===== config.mk =====
export PLATFORM = sky130hd
export DESIGN_NAME = loader_cdc
export DESIGN_NICKNAME = d
export VERILOG_FILES = /design/src/verilog/file_loader_pkg.sv /design/src/verilog/loader_cdc.sv
export SDC_FILE = /design/constraint.sdc
export NUM_CORES = 1
export LEC_CHECK = 0
export BUFFER_PORTS_ARGS = -buffer_cell sky130_fd_sc_hd__buf_2
export CAP_MARGIN = 30
export CORE_ASPECT_RATIO = 0.75
export CORE_MARGIN = 5
export CORE_UTILIZATION = 46
export CTS_CLUSTER_DIAMETER = 200
export DETAILED_ROUTE_END_ITERATION = 10
export PLACE_DENSITY = 0.79
export SETUP_SLACK_MARGIN = 0.1
export SLEW_MARGIN = 25
export SYNTH_ARGS = -nofsm -noshare
export SYNTH_HDL_FRONTEND = slang
export SYNTH_SLANG_ARGS = --single-unit

===== constraint.sdc =====
create_clock -name clk -period 2 [get_ports clk]
set_clock_uncertainty 0.1 [all_clocks]
set_input_delay 0.4 -clock clk [delete_from_list [all_inputs] [get_ports clk]]
set_output_delay 0.4 -clock clk [all_outputs]
set_load 0.05 [all_outputs]

===== src/verilog/file_loader_pkg.sv =====
/*
 * shared types for the spi file download path
 * the address is counted on 25 bits, so files up to 32 MB can be addressed
 * RAM depth is set separately by ADDR_W at the top level
 */

package file_loader_pkg;

	// ******************************
	// widths with a meaning
	// ******************************

	// one byte shifted over spi, also one RAM word
	typedef logic [7:0] spi_byte_t;

	// command byte at the start of every transfer
	typedef logic [7:0] spi_cmd_t;

	// download address, counted in the sck domain
	typedef logic [24:0] load_addr_t;

	// osd menu index of the file being sent
	typedef logic [4:0] file_index_t;

	// ******************************
	// io controller commands
	// ******************************

	// payload bit 0 starts (1) or ends (0) a download
	localparam spi_cmd_t CMD_FILE_TX = 8'h53;
	// every payload byte is file data
	localparam spi_cmd_t CMD_FILE_TX_DAT = 8'h54;
	// payload low five bits give the menu index
	localparam spi_cmd_t CMD_FILE_INDEX = 8'h55;

	// write record handed from the sck side to the RAM, 33 bits
	typedef struct packed {
		load_addr_t addr;
		spi_byte_t  data;
	} load_wr_t;

endpackage


===== src/verilog/loader_cdc.sv =====
/*
 * brings the loader outputs from sck into clk
 * clk must run at least three times faster than sck, or strobes are lost
 * downloading and index are quasi-static and only double registered
 */

`timescale 1ns/1ns

module loader_cdc import file_loader_pkg::*; (
	input  logic        clk,
	input  logic        ss,
	input  logic        wr_pulse,
	input  load_wr_t    load_wr,
	input  logic        downloading_sck,
	input  file_index_t index_sck,
	output logic        wr,
	output load_wr_t    ram_wr,
	output logic        downloading,
	output file_index_t index
);

	// ******************************
	// write strobe
	// ******************************

	// two synchronizer flops plus one more for edge detection
	logic wr_meta;
	logic wr_sync;
	logic wr_sync_d;
	logic wr_rise;

	assign wr_rise = wr_sync && !wr_sync_d;

	always_ff @(posedge clk or posedge ss) begin
		if (ss) begin
			wr_meta   <= 1'b0;
			wr_sync   <= 1'b0;
			wr_sync_d <= 1'b0;
			wr        <= 1'b0;
			ram_wr    <= '0;
		end else begin
			wr_meta   <= wr_pulse;
			wr_sync   <= wr_meta;
			wr_sync_d <= wr_sync;

			// one clk cycle per sck strobe
			wr <= wr_rise;

			// load_wr has been stable for several sck cycles by now
			// so it is safe to sample on the synchronized edge
			if (wr_rise) begin
				ram_wr <= load_wr;
			end
		end
	end

	// ******************************
	// quasi-static status
	// ******************************

	logic        dl_meta;
	file_index_t index_meta;

	always_ff @(posedge clk or posedge ss) begin
		if (ss) begin
			dl_meta     <= 1'b0;
			downloading <= 1'b0;
			index_meta  <= '0;
			index       <= '0;
		end else begin
			dl_meta     <= downloading_sck;
			downloading <= dl_meta;
			// index bits may settle in different cycles, they only
			// change between files so a one cycle mix is harmless
			index_meta  <= index_sck;
			index       <= index_meta;
		end
	end

endmodule


# Yosys cells after proc, flatten, opt, wreduce, memory -nomap -nowiden
# Index checks and enable logic that the tools add are counted.
# Widths: inputs -> output; s select.
classes:
  n_reduce_logical: 2
ops:
  columns: ["cell", "n"]
  rows:
  - ["$logic_and 1x1->1", 1]
  - ["$logic_not 1->1", 1]
word_totals:
  in_bits: 42
  reg_bits: 49
  word_cells: 12
  output_inout_bits: 40

# Logic depth before layout (Yosys ltp)
# Gate-level depths: netlist of run 1.
depth:
  depth_word: 2
  depth_mapped: 4

# Worst setup path before layout of run 1
# No wires, ideal clock.
synth_path:
  path_type: "reg2reg"
  from: "register wr_sync_d"
  to: "register ram_wr[0] (netlist bit)"
  stages_incl_launch_ff: 5
  setup_slack_ns: 0.724
  t_arrival_ns: 1.051
  path_buffers: 2
  t_required_ns: 1.775
  setup_time_ns: 0.125
  path_cell_list: "dfrtp_1 -> nor2b_4 -> buf_6 -> buf_12 -> mux2_4"
synth_via:
  elab_chain_cells: 2
synth_lines:
  columns: ["element", "line_no", "rtl"]
  rows:
  - ["from (decl)", "loader_cdc.sv:29", "logic wr_sync_d;"]
  - ["from (signal assigned)", "loader_cdc.sv:44", "wr_sync_d <= wr_sync;"]
  - ["$logic_not 1->1", "loader_cdc.sv:32", "assign wr_rise = wr_sync && !wr_sync_d;"]
  - ["$logic_and 1x1->1", "loader_cdc.sv:32", null]
  - ["to (signal assigned)", "loader_cdc.sv:52", "ram_wr <= load_wr;"]
  - ["to (decl)", "loader_cdc.sv:17", "output load_wr_t ram_wr,"]
# Every way passes these cells.
# A chain may end at the register's enable or synchronous reset.

# Worst setup path after layout of run 1
layout_path:
  from: "register wr_sync_d"
  to: "register ram_wr[15] (netlist bit)"
# Same word-level chain as after synthesis.

==> results by group, run 1 <==
Clocking
  – Number of clock sinks: 49
  – Number of buffers on the longest clock path: 2
  – Inserted Clock Buffers: 5
  – CTS tree: built
  – Setup repair bufs after CTS: 0
  – Root buf cell: clkbuf_8
  – Hold-fix buffers at CTS: 1
  – Insertion delay of the later-clocked pin in the worst-skew pair: 0.29 ns
  – Post-CTS Resized: 0
  – Clock transition at path regs: 0.09 ns
  – CTS H-tree depth: 2

Timing
  – Unrepaired setup endpoints after global routing: false
  – Post-route setup slack: 0.510 ns
  – Fmax achieved: 0.671 GHz
  – Final hold violation count: 0
  – Fraction of the cycle the final worst path needs: 74.5%
  – Count of final max-slew check failures: 0
  – Slew @ Worst Pin: 0.406 ns
  – Setup Viol. Count Final: 0
  – Relative slew slack: 72.9%
  – Final worst hold slack: 0.103 ns
  – Shortest clock period the worst path allows after layout: 1.49 ns
  – Sum of negative setup slack: 0 ns

Global route
  – Overall overflow remaining after global route: 0
  – Largest net degree at the start of global routing: 25
  – Vias in the first global route: 1193
  – Number of antenna violations at the first check in global routing: 0
  – Aggregate global-route resource usage: 14.7%
  – First-pass GRT wire length: 5.75 mm

Floorplanning
  – # IOs: 82
  – Floorplan row count: 19
  – Die extent in y: 64.1 um
  – Placeable core area: 0.00371 sq mm
  – Area enclosed by the die boundary: 0.00527 sq mm
  – Die Wd: 82.1 um
  – Initial core utilization: 48.4%

Setup path
  – Highest cell delay on the worst timing path: 0.40 ns
  – Cell family with the largest share of critical-path delay: flip-flops
  – Type of origin of the critical path: register
  – Crit-path max FO: 24
  – Flop-to-flop setup slack: 0.51 ns
  – Buffering stage count on the worst path with inverters included: 1
  – Cells along the critical path: nor2b_4, buf_4, mux2_2
  – Arrival time reported for the critical path endpoint: 1.57 ns
  – Setup crit end kind: register
  – Required arrival time at the worst endpoint: 2.08 ns
  – Category of the most critical setup path: register to register
  – Max stage delay cell, worst path: dfrtp_1
  – Reg2Reg Depth: 3
  – Reg-to-reg startpoint: wr_sync_d
  – Worst reg2reg endpoint: ram_wr[15]

Routing
  – Routed wire length: 3.52 mm
  – Via-per-instance ratio: 4.44
  – Router iterations before antenna repair: 4
  – Count of nets left with antenna violations after detail routing: 0
  – Total vias in the final route: 1022
  – Detailed-route DRC error count: 0
  – Post-DR wirelength/cell: 15.3 um
  – First DRT Iteration DRCs: 32

Flow run
  – Number of maximum-capacitance violations: 0

Final layout
  – Fillers: 304
  – Commonest cells after routing, fill and taps aside: 81 x buf_2, 49 x dfrtp_1, 29 x mux2_4, 5 x clkbuf_8
  – Most common cell after layout, fill and taps aside: buf_2
  – Final cell area excluding filler cells: 0.00232 sq mm
  – Post-layout net count: 219
  – Diode count: 0
  – Area growth, synth to finish: 29.5%
  – Fraction of layout instances using a drive strength above 1: 71.9%

Yosys
  – Dominant cell type by area after synthesis: dfrtp_1
  – Net count of the mapped netlist: 130
  – Synth top area cells: dfrtp_1 68%, mux2_4 24%, buf_12 3.3%, mux2_2 2.5%, nor2b_4 0.77%
  – Post-synthesis cell type count: 7
  – Top-area cell type share of the netlist area: 68.3%
  – Share of synthesized area occupied by flip-flops and latches: 68.3%
  – Post-synthesis register bit count: 49
  – Synthesized cell area: 0.00180 sq mm
  – Number of instances in the synthesized netlist: 88
  – Synthesized area divided by synthesized cell count: 20.4 sq um
  – Synth warn: 0

Power and ir drop
  – Leakage power figure: 1.21 nW
  – Max VDD drop: 0.567 mV
  – Power density over the cells: 1060 mW/mm^2

Status
  – Run status: complete, no violations

Hold path
  – Path category of the worst min-delay check: input pin to register
  – Hold Path Origin: index_sck[0]
  – Hold EP: index_meta[0]
  – Number of stages on the worst hold path: 1

Placed design
  – Final HPWL DP: 2.72 mm
  – IO Port Bufs: 81
  – Placement-stage worst setup slack: 0.505 ns
  – Routability Congestion: 0.735
  – Area after DPL: 0.00222 sq mm
-- layout make-up --
class / count / area, sq um / share of cell area (%)
inverter: 1 / 3.75 / 0.161
clock buffer: 5 / 68.8 / 2.96
tap: 52 / 65.1 / 2.80
multi-input combinational: 34 / 494 / 21.3
timing repair buffer: 86 / 445 / 19.2
clock inverter: 3 / 21.3 / 0.915
sequential: 49 / 1230 / 52.7
-- synth_stat cells --
cell / number
nor2b_4: 1
buf_6: 1
inv_1: 1
dfrtp_1: 49
buf_12: 3
mux2_2: 4
mux2_4: 29
-- metrics by stage --
| step | std cells | util (%) | power, mW |
|---|---|---|---|
| global route | 230 | 62.7 | 2.58 |
| CTS | 230 | 62.7 | 2.51 |
| finish | 230 | 62.7 | 2.47 |
| global placement | 221 | 60.0 | 1.91 |
| floorplan | 88 | - | 1.75 |
| detailed placement | 221 | 60.0 | 1.93 |
-- worst max-delay path by stage --
stage	slack [ns]	depth (start not counted)	to	start
global placement	0.56	3	ram_wr[13]	wr_sync_d
floorplan	0.33	1	dl_meta	ss
finish	0.51	3	ram_wr[15]	wr_sync_d
global route	0.45	3	ram_wr[15]	wr_sync_d
CTS	0.49	3	ram_wr[15]	wr_sync_d
detailed placement	0.50	3	ram_wr[15]	wr_sync_d
-- cells by family after synthesis --
kind of cell | count (synthesis) | synth area share, %
flops | 49 | 68.3
simple gates | 1 | 0.766
buf+inv | 5 | 4.18
mux | 33 | 26.8
-- where the power goes --
| group | internal, mW | switching [mW] | total, mW |
|---|---|---|---|
| logic | 0.238 | 0.501 | 0.738 |
| clock network | 0.248 | 0.320 | 0.568 |
| registers | 1.10 | 0.0607 | 1.16 |
| total | 1.59 | 0.881 | 2.47 |
-- sequential cells by signal, summed over array words and instances, names as in the netlist --
name         flops
dl_meta          1
wr_sync          1
index            5
wr_meta          1
downloading      1
ram_wr          33
wr_sync_d        1
wr               1
index_meta       5
-- layer usage --
metal | track usage [%] | vias to the layer above | part of all wire, %
met4 | 5.60 | 0 | 0.97
met2 | 22.8 | 51 | 45
li1 | - | 471 | -
met3 | 5.34 | 4 | 10
met1 | 19.0 | 496 | 43
met5 | 0 | - | 0
No activity file was read; power rests on OpenSTA's default activity.
==> run 2, diff against run 1 <==
--- a/config.mk
+++ b/config.mk
@@ -9,10 +9,10 @@
 export CAP_MARGIN = 30
 export CORE_ASPECT_RATIO = 0.75
 export CORE_MARGIN = 5
-export CORE_UTILIZATION = 46
+export CORE_UTILIZATION = 41
 export CTS_CLUSTER_DIAMETER = 200
 export DETAILED_ROUTE_END_ITERATION = 10
-export PLACE_DENSITY = 0.79
+export PLACE_DENSITY = 0.74
 export SETUP_SLACK_MARGIN = 0.1
 export SLEW_MARGIN = 25
 export SYNTH_ARGS = -nofsm -noshare
==> constraint.sdc (replaced) <==
create_clock -name clk -period 1.3 [get_ports clk]
set_clock_uncertainty 0.1 [all_clocks]
set_input_delay 0.26 -clock clk [delete_from_list [all_inputs] [get_ports clk]]
set_output_delay 0.26 -clock clk [all_outputs]
set_load 0.05 [all_outputs]
==> run 2 against run 1 <==
Net effect: the flow now finishes with violations (setup timing); cell area increased by 27%; register-to-register slack got worse by 0.56 ns; hold slack got worse by 0.0046 ns; setup slack got worse by 0.56 ns; highest routed layer unchanged; combinational power increased by 110%; clock power increased by 64%; power increased by 75%; sequential share of layout area decreased by 11 points; non-clock buffer count increased by 35; count of clock-buffer cells in the layout increased by 2.
==> results by group, run 2 (synthesis results as in run 1) <==
Status
  – Run status: finished with violations
  – Violated checks: setup timing

Routing
  – Detailed-route DRC error count: 0
  – Total vias in the final route: 1172
  – Router iterations before antenna repair: 4
  – Count of nets left with antenna violations after detail routing: 0
  – Post-DR wirelength/cell: 15.5 um
  – Via-per-instance ratio: 4.37
  – First DRT Iteration DRCs: 4
  – Routed wire length: 4.15 mm

Clocking
  – Number of clock sinks: 49
  – CTS H-tree depth: 2
  – Insertion delay of the later-clocked pin in the worst-skew pair: 0.28 ns
  – CTS tree: built
  – Clock transition at path regs: 0.08 ns
  – Inserted Clock Buffers: 5
  – Root buf cell: clkbuf_8
  – Number of buffers on the longest clock path: 2

Setup path
  – Max stage delay cell, worst path: dfrtp_1
  – CP startpoint: wr_sync_d
  – Crit-path max FO: 6
  – Reg-to-reg startpoint: wr_sync_d
  – Reg2Reg Depth: 4
  – Crit path capture: ram_wr[4]
  – Arrival time reported for the critical path endpoint: 1.42 ns
  – Required arrival time at the worst endpoint: 1.37 ns
  – Highest cell delay on the worst timing path: 0.40 ns
  – Cells along the critical path: nor2b_4, buf_12, clkbuf_16, mux2_4
  – Flop-to-flop setup slack: -0.05 ns
  – Category of the most critical setup path: register to register
  – Type of origin of the critical path: register
  – Setup crit end kind: register
  – Worst reg2reg endpoint: ram_wr[4]

Floorplanning
  – Floorplan row count: 20
  – Area enclosed by the die boundary: 0.00582 sq mm
  – Die extent in y: 67.3 um
  – # IOs: 82
  – Initial core utilization: 43.5%
  – Die Wd: 86.4 um
  – Placeable core area: 0.00413 sq mm

Timing
  – Shortest clock period the worst path allows after layout: 1.35 ns
  – Setup Viol. Count Final: 24
  – Fmax achieved: 0.740 GHz
  – Relative slew slack: 78.9%
  – Count of final max-slew check failures: 0
  – Sum of negative setup slack: -0.874 ns
  – Final hold violation count: 0
  – Slew @ Worst Pin: 0.316 ns
  – Unrepaired setup endpoints after global routing: true
  – Fraction of the cycle the final worst path needs: 104%
  – Post-route setup slack: -0.0513 ns

Power and ir drop
  – Post-route total power: 4.33 mW
  – Clock share of power: 21.5%
  – Sequential fraction of design power: 42.2%
  – Power density over the cells: 1470 mW/mm^2
  – Int Pwr: 2.92 mW
  – Max VDD drop: 1.03 mV
  – Leakage power figure: 1.50 nW
  – Power spent charging and discharging nets: 1.41 mW
  – Switching power as a share of total power: 32.5%
  – Combinational cell fraction of total power: 36.3%

Final layout
  – Final Util: 71.6%
  – Largest Register: ram_wr
  – Commonest cells after routing, fill and taps aside: 49 x dfrtp_1, 42 x buf_6, 41 x buf_2, 33 x mux2_4, 26 x buf_4
  – Area growth, synth to finish: 64.7%
  – Diode count: 0
  – Most common cell after layout, fill and taps aside: dfrtp_1
  – Largest registers ranked by flip-flop count: ram_wr (33), index (5), index_meta (5)
  – Fraction of layout instances using a drive strength above 1: 73.2%
  – Max FFs per register: 33
  – Post-layout net count: 254
  – Fillers: 254

Global route
  – Vias in the first global route: 1201
  – Met2 Usage GRT: 24.0%
  – Number of antenna violations at the first check in global routing: 0
  – Global-route layer with the greatest usage: met2
  – Met3 routing resource usage after global routing: 5.49%
  – Aggregate global-route resource usage: 13.8%
  – Largest net degree at the start of global routing: 27
  – GR Layer Usage met1: 16.4%
  – Overall overflow remaining after global route: 0
  – First-pass GRT wire length: 6.11 mm

Hold path
  – Path category of the worst min-delay check: input pin to register

Flow run
  – Number of maximum-capacitance violations: 0

Placed design
  – Final HPWL DP: 2.61 mm
  – IO Port Bufs: 81
  – Routability Congestion: 0.895
==> run 2: cell types whose count changed in the layout (fill, tap and decap cells not counted), moves of 4 or more <==
cell           previous run  this run
buf_2                    81        41
buf_4                     4        26
buf_6                     0        42
dlygate4sd3_1             1         8
mux2_2                    4         0
mux2_4                   29        33
==> run 2: timing repair <==
action                                  CTS  global route
gates cloned                              0             3
gates resized for setup                  80             5
endpoints found under the hold margin    56             0
buffers inserted                         12            13
endpoints found under the setup margin   73            73
hold buffers                              8             0
pin swaps                                 0             0
==> run 2: critical path, delay by kind of cell (launching register included) <==
family | cells | cell delay (ns)
AND/OR/NAND/NOR | 1 | 0.15
flip-flops | 1 | 0.40
multiplexers | 1 | 0.30
buffers and inverters | 2 | 0.28
==> run 2: power by group through the flow <==
stage	Clock, mW	Combinational (mW)	Sequential, mW
after CTS	0.957	1.45	1.83
after global placement	0	1.14	1.81
after floorplan	0	0.296	2.39
final	0.931	1.57	1.83
after global routing	1.03	1.64	1.85
after detailed placement	0	1.15	1.82
==> run 2: worst min path at each step <==
| stage | start | slack, ns | to | cells past startpoint |
|---|---|---|---|---|
| 3_5_place_dp | ss | 0.24 | index[3] | 3 |
| 4_1_cts | load_wr[11] | 0.09 | ram_wr[11] | 2 |
| 2_1_floorplan | downloading_sck | 0.19 | dl_meta | 0 |
| 6_report | load_wr[11] | 0.1 | ram_wr[11] | 2 |
| 5_1_grt | load_wr[11] | 0.08 | ram_wr[11] | 2 |
| 3_3_place_gp | ss | 0.23 | index[3] | 3 |
==> run 2: per-stage QoR <==
step	worst slack, ns	std cells	instance area [sq um]	hold slack (ns)
after floorplan	0.0243	88	1800	0.191
final	-0.0513	268	2960	0.0982
after CTS	-0.0458	252	2770	0.0886
after global routing	-0.0823	268	2960	0.0820
after detailed placement	-0.0327	224	2240	0.238
after global placement	0.000736	224	2240	0.231
==> run 2: routing by layer <==
metal / wire, um / part of all wire, %
met1: 1640 / 40
met2: 2070 / 50
met4: 21 / 0.51
met5: 0 / 0
met3: 410 / 9.9
==> run 2: final cells by class <==
| class | count | area [sq um] | share of cell area, % |
|---|---|---|---|
| clock buffers | 7 | 96.3 | 3.26 |
| clock inverters | 1 | 5.00 | 0.169 |
| inverters | 1 | 7.51 | 0.254 |
| multi-input cells | 34 | 509 | 17.2 |
| flip-flops and latches | 49 | 1230 | 41.5 |
| well taps | 55 | 68.8 | 2.33 |
| repair buffers | 121 | 1040 | 35.3 |
